===== src/verilog/rf_cfg_pkg.sv =====
package rf_cfg_pkg;

   // one register moves through the core a bit per clock
   localparam int XLEN = 32;

   // 32 general registers followed by 4 CSR slots
   localparam int NUM_REGS = 36;

   // register number as carried on the serial ports
   localparam int REG_AW = 6;

   // bit position inside a register, 0 to XLEN-1
   localparam int BIT_CNT_W = 5;

endpackage


===== src/verilog/rf_cmd_pkg.sv =====
package rf_cmd_pkg;

   // operation carried with every parallel register command
   typedef enum logic [1:0] {
      OP_NONE  = 2'd0,
      OP_READ  = 2'd1,
      OP_WRITE = 2'd2
   } rf_op_t;

endpackage


===== src/verilog/rf_cmd_serializer.sv =====
`timescale 1ns/100ps

module rf_cmd_serializer #(
   parameter int NUM_LANES = 4,
   localparam int LANE_W = (NUM_LANES > 1) ? $clog2(NUM_LANES) : 1
) (
   input  logic                          i_clk,
   input  logic                          i_rst,
   input  logic                          i_cmd_valid,
   input  rf_cmd_pkg::rf_op_t            i_cmd_op,
   input  logic [LANE_W-1:0]             i_cmd_lane,
   input  logic [rf_cfg_pkg::REG_AW-1:0] i_rreg0,
   input  logic [rf_cfg_pkg::REG_AW-1:0] i_rreg1,
   input  logic [rf_cfg_pkg::REG_AW-1:0] i_wreg0,
   input  logic [rf_cfg_pkg::REG_AW-1:0] i_wreg1,
   input  logic                          i_wen0,
   input  logic                          i_wen1,
   input  logic [rf_cfg_pkg::XLEN-1:0]   i_wdata0,
   input  logic [rf_cfg_pkg::XLEN-1:0]   i_wdata1,
   input  logic [NUM_LANES-1:0]          i_ready,
   output logic [NUM_LANES-1:0]          o_rreq,
   output logic [NUM_LANES-1:0]          o_wreq,
   output logic [rf_cfg_pkg::REG_AW-1:0] o_rreg0,
   output logic [rf_cfg_pkg::REG_AW-1:0] o_rreg1,
   output logic [rf_cfg_pkg::REG_AW-1:0] o_wreg0,
   output logic [rf_cfg_pkg::REG_AW-1:0] o_wreg1,
   output logic                          o_wen0,
   output logic                          o_wen1,
   output logic                          o_wbit0,
   output logic                          o_wbit1,
   output logic [LANE_W-1:0]             o_lane,
   output logic                          o_rd_start,
   output logic                          o_busy,
   output logic                          o_done
);

   import rf_cfg_pkg::*;
   import rf_cmd_pkg::*;

   localparam int CNT_W = $clog2(XLEN + 3);

   logic            accept;
   logic            last;
   logic            rd_arm;
   rf_op_t          op_r;
   logic [CNT_W-1:0] cnt;
   logic [XLEN-1:0] wsh0;
   logic [XLEN-1:0] wsh1;

   assign accept = i_cmd_valid & ~o_busy;

   // cnt is 0 in the request cycle and done follows the cycle after last
   assign last = o_busy & (cnt == ((op_r == OP_WRITE) ? CNT_W'(XLEN + 2) : CNT_W'(XLEN + 1)));

   assign o_wbit0 = wsh0[0];
   assign o_wbit1 = wsh1[0];
   assign o_rd_start = rd_arm & i_ready[o_lane];

   always_ff @(posedge i_clk) begin
      if (i_rst) begin
         o_busy  <= 1'b0;
         o_done  <= 1'b0;
         rd_arm  <= 1'b0;
         op_r    <= OP_NONE;
         cnt     <= '0;
         o_rreq  <= '0;
         o_wreq  <= '0;
         o_rreg0 <= '0;
         o_rreg1 <= '0;
         o_wreg0 <= '0;
         o_wreg1 <= '0;
         o_wen0  <= 1'b0;
         o_wen1  <= 1'b0;
      end else begin
         o_done <= last;
         // lane grants a read two cycles after its request
         rd_arm <= o_busy & (op_r == OP_READ) & (cnt == CNT_W'(1));
         o_rreq <= '0;
         o_wreq <= '0;
         if (accept) begin
            o_busy  <= 1'b1;
            cnt     <= '0;
            op_r    <= i_cmd_op;
            o_rreg0 <= i_rreg0;
            o_rreg1 <= i_rreg1;
            o_wreg0 <= i_wreg0;
            o_wreg1 <= i_wreg1;
            o_wen0  <= i_wen0 & (i_cmd_op == OP_WRITE);
            o_wen1  <= i_wen1 & (i_cmd_op == OP_WRITE);
            if (i_cmd_op == OP_READ)
               o_rreq[i_cmd_lane] <= 1'b1;
            if (i_cmd_op == OP_WRITE)
               o_wreq[i_cmd_lane] <= 1'b1;
         end else if (last) begin
            o_busy <= 1'b0;
         end else if (o_busy) begin
            cnt <= cnt + 1'b1;
         end
      end
   end

   // write words leave LSB first with bit 0 alongside the request strobe
   always_ff @(posedge i_clk) begin
      if (accept) begin
         o_lane <= i_cmd_lane;
         wsh0   <= i_wdata0;
         wsh1   <= i_wdata1;
      end else begin
         wsh0 <= wsh0 >> 1;
         wsh1 <= wsh1 >> 1;
      end
   end

   assert property (@(posedge i_clk) disable iff (i_rst) $onehot0({o_rreq, o_wreq}));

   // the addressed lane has to grant in the cycle the collector starts
   assert property (@(posedge i_clk) disable iff (i_rst) rd_arm |-> i_ready[o_lane]);

endmodule


===== config.mk =====
export PLATFORM = sky130hd
export DESIGN_NAME = rf_cmd_serializer
export DESIGN_NICKNAME = d
export VERILOG_FILES = /design/src/verilog/rf_cfg_pkg.sv /design/src/verilog/rf_cmd_pkg.sv /design/src/verilog/rf_cmd_serializer.sv
export SDC_FILE = /design/constraint.sdc
export NUM_CORES = 1
export LEC_CHECK = 0
export BUFFER_PORTS_ARGS = -buffer_cell sky130_fd_sc_hd__buf_2
export CAP_MARGIN = 20
export CORE_ASPECT_RATIO = 0.75
export CORE_MARGIN = 8
export CORE_UTILIZATION = 48
export DETAILED_ROUTE_END_ITERATION = 8
export MAX_ROUTING_LAYER = met4
export PLACE_DENSITY = 0.87
export SYNTH_ARGS = -nofsm -noshare
export SYNTH_HDL_FRONTEND = slang
export SYNTH_SLANG_ARGS = --single-unit

===== constraint.sdc =====
create_clock -name i_clk -period 2.15 [get_ports i_clk]
set_clock_uncertainty 0.2 [all_clocks]
set_input_delay 0.1075 -clock i_clk [delete_from_list [all_inputs] [get_ports i_clk]]
set_output_delay 0.1075 -clock i_clk [all_outputs]
set_load 0.01 [all_outputs]

Word level (Yosys, flattened, before mapping)
Index checks and enable logic that the tools add are counted.
Cells by class
  shift operators: 0
  reduce and logical (&&, ||, !) cells: 6
  bitwise logic cells: 12
  multipliers: 0
  magnitude comparators: 3
  divide/modulo/power cells: 0
  equal/unequal tests: 6
  multiplexer cells: 9
  $add $sub $neg: 1
Operators with widths (count)
  $mux W31: 2
  $and A1 B1 Y1: 7
  $add A6 B1 Y6 const B: 1
  $eq A6 B1 Y1 const B: 1
  $eq A6 B6 Y1: 1
  $lt A2 B3 Y1 const B: 2
  $reduce_or A3 Y1: 2
  $not A1 Y1: 5
  $eq A2 B1 Y1 const B: 2
  $eq A2 B2 Y1 const B: 2
  $mux W1: 4
  $bmux W1 S2: 1
  $demux W1 S2: 1
  $ge A2 B1 Y1 const B: 1
  $mux W2: 1
  $reduce_and A2 Y1: 1
  $reduce_bool A2 Y1: 1
  $reduce_or A2 Y1: 1
  $logic_and A1 B1 Y1: 1
Word-level totals
  output and inout bits: 41
  ROM bits: 0
  word-level logic and storage cells: 55
  register bits: 111
  memories kept: 0
  input port bits: 101
  memory bits (writable): 0
  latch bits: 0

Longest topological paths before layout
Gate-level depths: netlist (run 1).
  depth in word-level cells: 6
  gate-level depth with buffers: 6

Worst setup path after synthesis (run 1)
No wires, ideal clock.
  path kind: register to register
  start point: register o_busy
  end point: register cnt[0]
  data required time: 1876 ps
  data arrival time: 1384 ps
  stages on the path, launching flop included: 5
  path slack: 492 ps
  cell sequence: dfxtp_1 > clkbuf_1 > inv_1 > or4b_1 > a31oi_1
On the way
  word-level cells in the longest chain between the ends: 3
  elaborated cells on any way between the ends: 6
  classes of those cells: 4 x bitwise; 2 x reduce/logical
Ends and longest elaborated chain
  from (decl): RTL line rf_cmd_serializer.sv:33  | output logic o_busy,
  from (signal assigned): RTL line rf_cmd_serializer.sv:61  | o_busy <= 1'b0;
  from (signal assigned): RTL line rf_cmd_serializer.sv:81  | o_busy <= 1'b1;
  from (signal assigned): RTL line rf_cmd_serializer.sv:95  | o_busy <= 1'b0;
  $and A1 B1 Y1 or $not A1 Y1 (tied branches): RTL line rf_cmd_serializer.sv:53, rf_cmd_serializer.sv:50
  $not A1 Y1 (no source line) or $and A1 B1 Y1 (tied branches)
  $reduce_and A2 Y1 (no source line) or $reduce_or A2 Y1 (tied branches)
  to (signal assigned): RTL line rf_cmd_serializer.sv:97  | cnt <= cnt + 1'b1;
  to (decl): RTL line rf_cmd_serializer.sv:46  | logic [CNT_W-1:0] cnt;
Parallel ways exist; a longest one is shown, timed or not.
A chain may end at the register's enable or synchronous reset.

Worst setup path in the final report (run 1)
  start point: input port i_cmd_valid
  end point: register o_wreq[0]
On the way
  word-level cells in the longest chain between the ends: 3
Ends and longest elaborated chain
  from (decl): RTL line rf_cmd_serializer.sv:9  | input logic i_cmd_valid,
  $and A1 B1 Y1: RTL line rf_cmd_serializer.sv:50  | assign accept = i_cmd_valid & ~o_busy;
  $not A1 Y1 (no source line)
  $reduce_or A3 Y1 (no source line)
  to (signal assigned): RTL line rf_cmd_serializer.sv:67  | o_wreq <= '0;
  to (signal assigned): RTL line rf_cmd_serializer.sv:79  | o_wreq <= '0;
  to (signal, indexed assignment): RTL line rf_cmd_serializer.sv:93  | o_wreq[i_cmd_lane] <= 1'b1;
  to (decl): RTL line rf_cmd_serializer.sv:22  | output logic [NUM_LANES-1:0] o_wreq,
Every way passes these cells.

==> run_summary.xml, run 1 <==
<?xml version="1.0" encoding="UTF-8"?>
<metrics>
  <group name="status">
    <metric name="outcome" unit="">complete, no violations</metric>
  </group>
  <group name="sta">
    <metric name="finalMaxSlewViolations" unit="">0</metric>
    <metric name="transition_time_at_the_pin_with_the_least_slew_margin" unit="ns">0.6054</metric>
    <metric name="timing.setup.tns" unit="ns">0</metric>
    <metric name="max_slew_margin" unit="%">59.64</metric>
    <metric name="worst_hold_slack" unit="ns">0.06328</metric>
    <metric name="timing.final.setup_violations" unit="">0</metric>
    <metric name="report.final.hold_viol_count" unit="">0</metric>
    <metric name="post-route-period-util" unit="%">97.61</metric>
    <metric name="timing.final.crit_period" unit="ns">2.099</metric>
    <metric name="fmaxAchievable" unit="MHz">476.5</metric>
    <metric name="unrepaired_setup_endpoints_after_global_routing" unit="">false</metric>
  </group>
  <group name="global_route">
    <metric name="track_usage" unit="%">21.02</metric>
    <metric name="global_route_wire_length_before_repair" unit="mm">18.54</metric>
    <metric name="grt_antenna_before_repair" unit="">0</metric>
    <metric name="via_count_of_the_first_global_routing_pass" unit="">3932</metric>
    <metric name="grt_max_degree" unit="">68</metric>
    <metric name="grt_remaining_overflow" unit="">0</metric>
  </group>
  <group name="clock_network">
    <metric name="setup_fix_buffers_added_after_clock_tree_synthesis" unit="">0</metric>
    <metric name="clock-root-buffer" unit="">sky130_fd_sc_hd__clkbuf_8</metric>
    <metric name="cts.clk_slew.worst_paths" unit="ns">0.10</metric>
    <metric name="inserted_clock_buffers" unit="">9</metric>
    <metric name="tritoncts" unit="">done</metric>
    <metric name="htreeDepth" unit="">3</metric>
    <metric name="clk-insertion-delay-late" unit="ns">0.36</metric>
    <metric name="ctsLongestPathBuffers" unit="">2</metric>
    <metric name="clock_sinks" unit="">111</metric>
  </group>
  <group name="route">
    <metric name="drc_errors" unit="">0</metric>
    <metric name="wl_met2" unit="mm">5.716</metric>
    <metric name="count_of_antenna_violating_nets_left_after_detailed_routing" unit="">0</metric>
    <metric name="detail_route.wirelength" unit="mm">11.32</metric>
    <metric name="via_count" unit="">3830</metric>
    <metric name="post_drt_wl_per_cell" unit="um">14.06</metric>
    <metric name="first_pass_iters" unit="">7</metric>
    <metric name="drtIter0Drc" unit="">235</metric>
    <metric name="post_drt_via_cell_ratio" unit="">4.758</metric>
    <metric name="topRoutingLayerUsed" unit="">met4</metric>
    <metric name="met3_length" unit="um">803</metric>
    <metric name="detail_route.wirelength.met1" unit="mm">4.617</metric>
  </group>
  <group name="floorplan">
    <metric name="initial_utilization" unit="%">48.78</metric>
    <metric name="die_height" unit="um">92.99</metric>
    <metric name="placement_rows" unit="">28</metric>
    <metric name="die_ar" unit="mm^2">0.01103</metric>
    <metric name="core_ar" unit="mm^2">0.007777</metric>
    <metric name="die_width" unit="um">118.7</metric>
    <metric name="ioPinCount" unit="">142</metric>
  </group>
  <group name="critical_path">
    <metric name="crit_fanout" unit="">9</metric>
    <metric name="crit_type" unit="">input pin to flip-flop</metric>
    <metric name="worstPathArrival" unit="ns">2.20</metric>
    <metric name="crit_path_end_kind" unit="">flip-flop</metric>
    <metric name="critical_path.startpoint_type" unit="">input pin</metric>
    <metric name="critPathRequiredTime" unit="ns">2.25</metric>
  </group>
  <group name="cells_and_area">
    <metric name="layout_common_cells" unit="">sky130_fd_sc_hd__nand2_1, sky130_fd_sc_hd__buf_2, sky130_fd_sc_hd__dfxtp_1, sky130_fd_sc_hd__dlygate4sd3_1, sky130_fd_sc_hd__a21oi_1</metric>
    <metric name="layout.nets" unit="">799</metric>
    <metric name="fillerInstances" unit="">556</metric>
    <metric name="antenna_fix_cells" unit="">0</metric>
    <metric name="mostFrequentLayoutCell" unit="">sky130_fd_sc_hd__nand2_1</metric>
    <metric name="layout-area-overhead-vs-synth" unit="%">52.70</metric>
    <metric name="ratio_of_cells_with_drive_above_1_in_the_final_layout" unit="%">23.71</metric>
  </group>
  <group name="logic_synthesis">
    <metric name="synth.avg_cell_area" unit="um^2">8.194</metric>
    <metric name="edff_count_synth" unit="">2</metric>
    <metric name="synthCells" unit="">463</metric>
    <metric name="synthesis.area" unit="mm^2">0.003794</metric>
    <metric name="postSynthNetCount" unit="">566</metric>
    <metric name="synth_warnings" unit="">0</metric>
    <metric name="synthDistinctLibCells" unit="">35</metric>
    <metric name="synth.ff_latch_count" unit="">111</metric>
    <metric name="async_reset_ff_share" unit="%">0</metric>
    <metric name="yosys_most_used_dff" unit="">sky130_fd_sc_hd__dfxtp_1</metric>
    <metric name="synth_seq_area_share" unit="%">59.10</metric>
  </group>
  <group name="power">
    <metric name="power.ir.vdd_worst" unit="V">0.0004829</metric>
    <metric name="p_per_area" unit="mW/mm^2">706.9</metric>
    <metric name="power.static_leakage" unit="nW">2.862</metric>
  </group>
  <group name="place">
    <metric name="weighted_congestion_at_the_end_of_routability_driven_global_placement" unit="">0.8684</metric>
    <metric name="detailedPlacementHpwl" unit="mm">6.654</metric>
    <metric name="port-buffer-count" unit="">141</metric>
  </group>
  <group name="hold_path">
    <metric name="min-delay-path-class" unit="">input pin to flip-flop</metric>
  </group>
  <group name="flow_run">
    <metric name="drv.max_cap_violation_count" unit="">0</metric>
  </group>
</metrics>
## state kept, by name, summed over array words and instances, names as in the netlist, 2 cells and up
| signal | flops |
|---|---|
| o_wreg0 | 6 |
| o_rreg1 | 6 |
| wsh0 | 32 |
| o_wreq | 4 |
| op_r | 2 |
| o_lane | 2 |
| o_wreg1 | 6 |
| cnt | 6 |
| o_rreq | 4 |
| wsh1 | 32 |
| o_rreg0 | 6 |
## through the flow
| step | utilization, % | instance area (um^2) | instances | total power [mW] | setup WS (ns) |
|---|---|---|---|---|---|
| after floorplan | - | 3794 | 463 | 2.614 | 0.4918 |
| after detailed placement | 59.04 | 4592 | 689 | 2.821 | 0.3949 |
| after global routing | 74.49 | 5793 | 805 | 4.302 | 0.02361 |
| after CTS | 74.44 | 5789 | 805 | 4.110 | 0.1182 |
| final | 74.49 | 5793 | 805 | 4.095 | 0.05138 |
| after global placement | 59.04 | 4592 | 689 | 2.795 | 0.4626 |
## what timing repair did
item / 4_1_cts / 5_1_grt
hold buffers: 101 / 0
gates resized for setup: 0 / 1
endpoints found under the hold margin: 104 / 0
endpoints found under the setup margin: 0 / 1
## kinds of logic (layout without fill, tap and decap cells)
kind of cell	after synthesis	count (layout)	synth area share [%]
AOI/OAI and AO/OA	38	38	5.838
buffers and inverters	28	265	2.836
muxes	1	1	0.5936
xor gates and xnor gates	3	3	0.6927
and+or+nand+nor	280	280	30.28
adders and majority gates	2	2	0.6595
DFF	111	111	59.10
## cell type report
type                    count  area (um^2)  share of cell area, %
flip-flops and latches    111         2242                  38.70
repair buffers            247         1770                  30.56
multi-input cells         324         1451                  25.05
clock buffers              10        148.9                  2.570
well taps                 105        131.4                  2.268
clock inverters             5        37.54                 0.6479
inverters                   3        11.26                 0.1944
## critical path, cell delays in order
cell and delay, ns:
sky130_fd_sc_hd__dlygate4sd3_1 0.53, sky130_fd_sc_hd__buf_2 0.15, sky130_fd_sc_hd__nand2b_4 0.10, sky130_fd_sc_hd__or4b_1 0.55
sky130_fd_sc_hd__nor3_1 0.18, sky130_fd_sc_hd__dlygate4sd3_1 0.58
## cell usage after synthesis (2+ instances only)
master                     count  area share, %
sky130_fd_sc_hd__buf_2         2           0.26
sky130_fd_sc_hd__clkbuf_1     20            2.0
sky130_fd_sc_hd__nor3_1        2           0.26
sky130_fd_sc_hd__dfxtp_1     109             58
sky130_fd_sc_hd__o21ai_0       2           0.26
sky130_fd_sc_hd__a22o_1        2           0.46
sky130_fd_sc_hd__buf_1         3           0.30
sky130_fd_sc_hd__edfxtp_1      2            1.6
sky130_fd_sc_hd__and2_1        3           0.49
sky130_fd_sc_hd__a21oi_1      27            3.6
sky130_fd_sc_hd__inv_1         2           0.20
sky130_fd_sc_hd__nor2_1       11            1.1
sky130_fd_sc_hd__xor2_1        3           0.69
sky130_fd_sc_hd__nand2_1     243             24
sky130_fd_sc_hd__or4b_1        3           0.79
sky130_fd_sc_hd__nand4_1       2           0.33
sky130_fd_sc_hd__ha_1          2           0.66
sky130_fd_sc_hd__nor2b_1       2           0.33
sky130_fd_sc_hd__or3_1         2           0.33
sky130_fd_sc_hd__nand2b_1      6           0.99
## final timing paths
check / startpoint / endpoint / slack [ns] / cells past startpoint
max reg2reg: o_busy / o_wreq[0] / 0.08 / 4
min reg2reg: wsh1[10] / wsh1[9] / 0.23 / 2
max: i_cmd_valid / o_wreq[0] / 0.05 / 6
min: i_rst / o_rreg0[4] / 0.06 / 2
## routing by layer
metal  vias to the layer above  GRT usage [%]
met5                         -              -
met4                         0          6.191
met3                        16          6.562
met2                       170          37.07
met1                      1730          22.47
li1                       1914              -
## power breakdown
| group | switching, mW | internal (mW) |
|---|---|---|
| sequential | 0.0657 | 2.25 |
| combinational | 0.297 | 0.316 |
| clock | 0.670 | 0.492 |
| total | 1.03 | 3.06 |
Power figures use the tool's default switching activity.
==> run 2: changes to the inputs <==
--- a/config.mk
+++ b/config.mk
@@ -13,6 +13,7 @@
 export DETAILED_ROUTE_END_ITERATION = 8
 export MAX_ROUTING_LAYER = met4
 export PLACE_DENSITY = 0.87
+export RECOVER_POWER = 50
 export SYNTH_ARGS = -nofsm -noshare
 export SYNTH_HDL_FRONTEND = slang
 export SYNTH_SLANG_ARGS = --single-unit
==> run 2 against run 1 <==
Count of clock-buffer cells in the layout did not move. Worst hold slack improved by 0.012 ns. Maximum frequency rose by 0.13%. Sequential power barely moved. Largest cell class unchanged. Wire length rose by 0.24%. Highest routed layer unchanged. Critical endpoint unchanged. Non-clock buffer count did not move. Largest power group unchanged.
==> run_summary.xml, run 2 (synthesized netlist as in run 1, its figures left out) <==
<?xml version="1.0" encoding="UTF-8"?>
<metrics>
  <group name="critical_path">
    <metric name="crit_fanout" unit="">9</metric>
    <metric name="critical_path.startpoint_type" unit="">input pin</metric>
    <metric name="worst_path_max_delay_cell" unit="">sky130_fd_sc_hd__dlygate4sd3_1</metric>
    <metric name="worstPathArrival" unit="ns">2.20</metric>
    <metric name="worst_path_dominant_cell_family" unit="">buffers and inverters</metric>
    <metric name="worst_r2r_startpoint" unit="">o_busy</metric>
    <metric name="cp_num_buf_inv" unit="">3</metric>
    <metric name="cpPeakStageDelay" unit="ns">0.58</metric>
    <metric name="rr_endpoint" unit="">o_wreq[0]</metric>
    <metric name="reg2reg_depth" unit="">4</metric>
    <metric name="cp_cell_sequence" unit="">dlygate4sd3_1, buf_2, nand2b_4, or4b_1, nor3_1, dlygate4sd3_1</metric>
    <metric name="critPathRequiredTime" unit="ns">2.25</metric>
    <metric name="crit_path_end_kind" unit="">flip-flop</metric>
    <metric name="reg2reg_slack" unit="ns">0.08</metric>
    <metric name="critPathMostFrequentCell" unit="">sky130_fd_sc_hd__dlygate4sd3_1</metric>
    <metric name="crit_type" unit="">input pin to flip-flop</metric>
  </group>
  <group name="sta">
    <metric name="timing.final.setup_violations" unit="">0</metric>
    <metric name="fmaxAchievable" unit="MHz">477.1</metric>
    <metric name="timing.final.crit_period" unit="ns">2.096</metric>
    <metric name="timing.setup.tns" unit="ns">0</metric>
    <metric name="unrepaired_setup_endpoints_after_global_routing" unit="">false</metric>
    <metric name="finalMaxSlewViolations" unit="">0</metric>
    <metric name="post-route-period-util" unit="%">97.48</metric>
    <metric name="report.final.hold_viol_count" unit="">0</metric>
    <metric name="transition_time_at_the_pin_with_the_least_slew_margin" unit="ns">0.8158</metric>
    <metric name="max_slew_margin" unit="%">45.61</metric>
    <metric name="worst_hold_slack" unit="ns">0.07499</metric>
  </group>
  <group name="hold_path">
    <metric name="whs_path_depth" unit="">2</metric>
    <metric name="hold_end" unit="">o_rreg0[4]</metric>
    <metric name="min-delay-path-class" unit="">input pin to flip-flop</metric>
    <metric name="min_from" unit="">i_rst</metric>
  </group>
  <group name="global_route">
    <metric name="via_count_of_the_first_global_routing_pass" unit="">3932</metric>
    <metric name="grt_max_degree" unit="">68</metric>
    <metric name="met2_usage" unit="%">37.07</metric>
    <metric name="grt_remaining_overflow" unit="">0</metric>
    <metric name="grt_util_met1" unit="%">22.47</metric>
    <metric name="global_route_wire_length_before_repair" unit="mm">18.54</metric>
    <metric name="track_usage" unit="%">21.02</metric>
    <metric name="use_met3" unit="%">6.562</metric>
    <metric name="grt_antenna_before_repair" unit="">0</metric>
    <metric name="globalRoute.busiestLayer" unit="">met2</metric>
  </group>
  <group name="clock_network">
    <metric name="ctsLongestPathBuffers" unit="">2</metric>
    <metric name="inserted_clock_buffers" unit="">9</metric>
    <metric name="tritoncts" unit="">done</metric>
    <metric name="clk-insertion-delay-late" unit="ns">0.36</metric>
    <metric name="cts.clk_slew.worst_paths" unit="ns">0.10</metric>
    <metric name="htreeDepth" unit="">3</metric>
    <metric name="clock_sinks" unit="">111</metric>
    <metric name="clock-root-buffer" unit="">sky130_fd_sc_hd__clkbuf_8</metric>
  </group>
  <group name="flow_run">
    <metric name="drv.max_cap_violation_count" unit="">0</metric>
  </group>
  <group name="floorplan">
    <metric name="die_height" unit="um">92.99</metric>
    <metric name="ioPinCount" unit="">142</metric>
    <metric name="placement_rows" unit="">28</metric>
    <metric name="initial_utilization" unit="%">48.78</metric>
    <metric name="core_ar" unit="mm^2">0.007777</metric>
    <metric name="die_width" unit="um">118.7</metric>
    <metric name="die_ar" unit="mm^2">0.01103</metric>
  </group>
  <group name="power">
    <metric name="power.ir.vdd_worst" unit="V">0.0004799</metric>
    <metric name="switchingPower" unit="mW">1.036</metric>
    <metric name="switching_share" unit="%">25.36</metric>
    <metric name="comb_power_share" unit="%">14.7</metric>
    <metric name="power.clock.fraction" unit="%">28.5</metric>
    <metric name="seq_power_share" unit="%">56.8</metric>
    <metric name="fin_total_pwr" unit="mW">4.085</metric>
    <metric name="power.static_leakage" unit="nW">2.697</metric>
    <metric name="power_report.internal_total" unit="mW">3.049</metric>
    <metric name="p_per_area" unit="mW/mm^2">712.6</metric>
  </group>
  <group name="place">
    <metric name="weighted_congestion_at_the_end_of_routability_driven_global_placement" unit="">0.8684</metric>
    <metric name="detailedPlacementHpwl" unit="mm">6.654</metric>
    <metric name="placed_insts" unit="">689</metric>
    <metric name="port-buffer-count" unit="">141</metric>
  </group>
  <group name="cells_and_area">
    <metric name="antenna_fix_cells" unit="">0</metric>
    <metric name="layout_common_cells" unit="">sky130_fd_sc_hd__nand2_1, sky130_fd_sc_hd__dfxtp_1, sky130_fd_sc_hd__dlygate4sd3_1, sky130_fd_sc_hd__buf_2, sky130_fd_sc_hd__clkbuf_1</metric>
    <metric name="layout-area-overhead-vs-synth" unit="%">51.12</metric>
    <metric name="ratio_of_cells_with_drive_above_1_in_the_final_layout" unit="%">17.57</metric>
    <metric name="layout.nets" unit="">799</metric>
    <metric name="fillerInstances" unit="">582</metric>
    <metric name="fin_util" unit="%">73.71</metric>
    <metric name="post_route_non_filler_standard_cell_count" unit="">805</metric>
    <metric name="mostFrequentLayoutCell" unit="">sky130_fd_sc_hd__nand2_1</metric>
    <metric name="top_regs" unit="">wsh0: 32 flops, wsh1: 32 flops</metric>
  </group>
  <group name="route">
    <metric name="drc_errors" unit="">0</metric>
    <metric name="drtIter0Drc" unit="">229</metric>
    <metric name="via_count" unit="">3842</metric>
    <metric name="post_drt_wl_per_cell" unit="um">14.09</metric>
    <metric name="first_pass_iters" unit="">5</metric>
    <metric name="detail_route.wirelength" unit="mm">11.34</metric>
    <metric name="post_drt_via_cell_ratio" unit="">4.773</metric>
    <metric name="count_of_antenna_violating_nets_left_after_detailed_routing" unit="">0</metric>
  </group>
  <group name="status">
    <metric name="outcome" unit="">complete, no violations</metric>
  </group>
</metrics>
==> run 2: changes by cell type in the layout (fill, tap and decap cells not counted), sizes merged <==
cell	change
clkbuf	+44
buf	-44
==> run 2: area by class of cell <==
| type | count | area, um^2 | area share [%] |
|---|---|---|---|
| multi-input combinational | 324 | 1451 | 25.32 |
| sequential | 111 | 2242 | 39.11 |
| clock inverter | 5 | 37.54 | 0.6547 |
| inverter | 3 | 11.26 | 0.1964 |
| clock buffer | 10 | 148.9 | 2.597 |
| timing repair buffer | 247 | 1710 | 29.83 |
| tap | 105 | 131.4 | 2.292 |
==> run 2: power by group through the flow <==
stage | registers [mW] | logic [mW] | clock network, mW
floorplan | 2.37 | 0.249 | 0
global placement | 2.35 | 0.441 | 0
detailed placement | 2.36 | 0.460 | 0
CTS | 2.32 | 0.599 | 1.19
global route | 2.34 | 0.672 | 1.28
finish | 2.32 | 0.601 | 1.16
==> run 2: worst max path at each step <==
stage / startpoint / slack (ns) / endpoint / cells past startpoint
floorplan: o_busy / 0.49 / cnt[0] / 4
global placement: cnt[2] / 0.46 / cnt[0] / 3
detailed placement: cnt[2] / 0.39 / cnt[0] / 3
CTS: i_cmd_valid / 0.12 / o_rreq[0] / 6
global route: o_busy / 0.02 / o_wen0 / 6
finish: i_cmd_valid / 0.05 / o_wreq[0] / 6
==> run 2: worst register-to-register path: cells and delay by family (launching register included) <==
kind / cells / cell delay [ns]
flops: 1 / 0.33
buf+inv: 1 / 0.58
simple gates: 3 / 0.92
==> run 2: what timing repair did <==
action,in CTS,in global routing
hold buffers,101,0
setup endpoints to repair,0,1
resized for setup,0,1
setup buffers,0,0
endpoints found under the hold margin,104,0
==> run 2: per-stage QoR <==
stage               setup slack [ns]  cell area, um^2
finish                       0.05414             5733
detailed placement            0.3949             4592
CTS                           0.1182             5789
global placement              0.4626             4592
floorplan                     0.4918             3794
global route                 0.01562             5733
==> run 2: per-layer routing <==
metal | vias up | wire (um)
li1 | 1915 | -
met1 | 1746 | 4627
met2 | 163 | 5728
met3 | 18 | 800
met4 | 0 | 187
met5 | - | 0
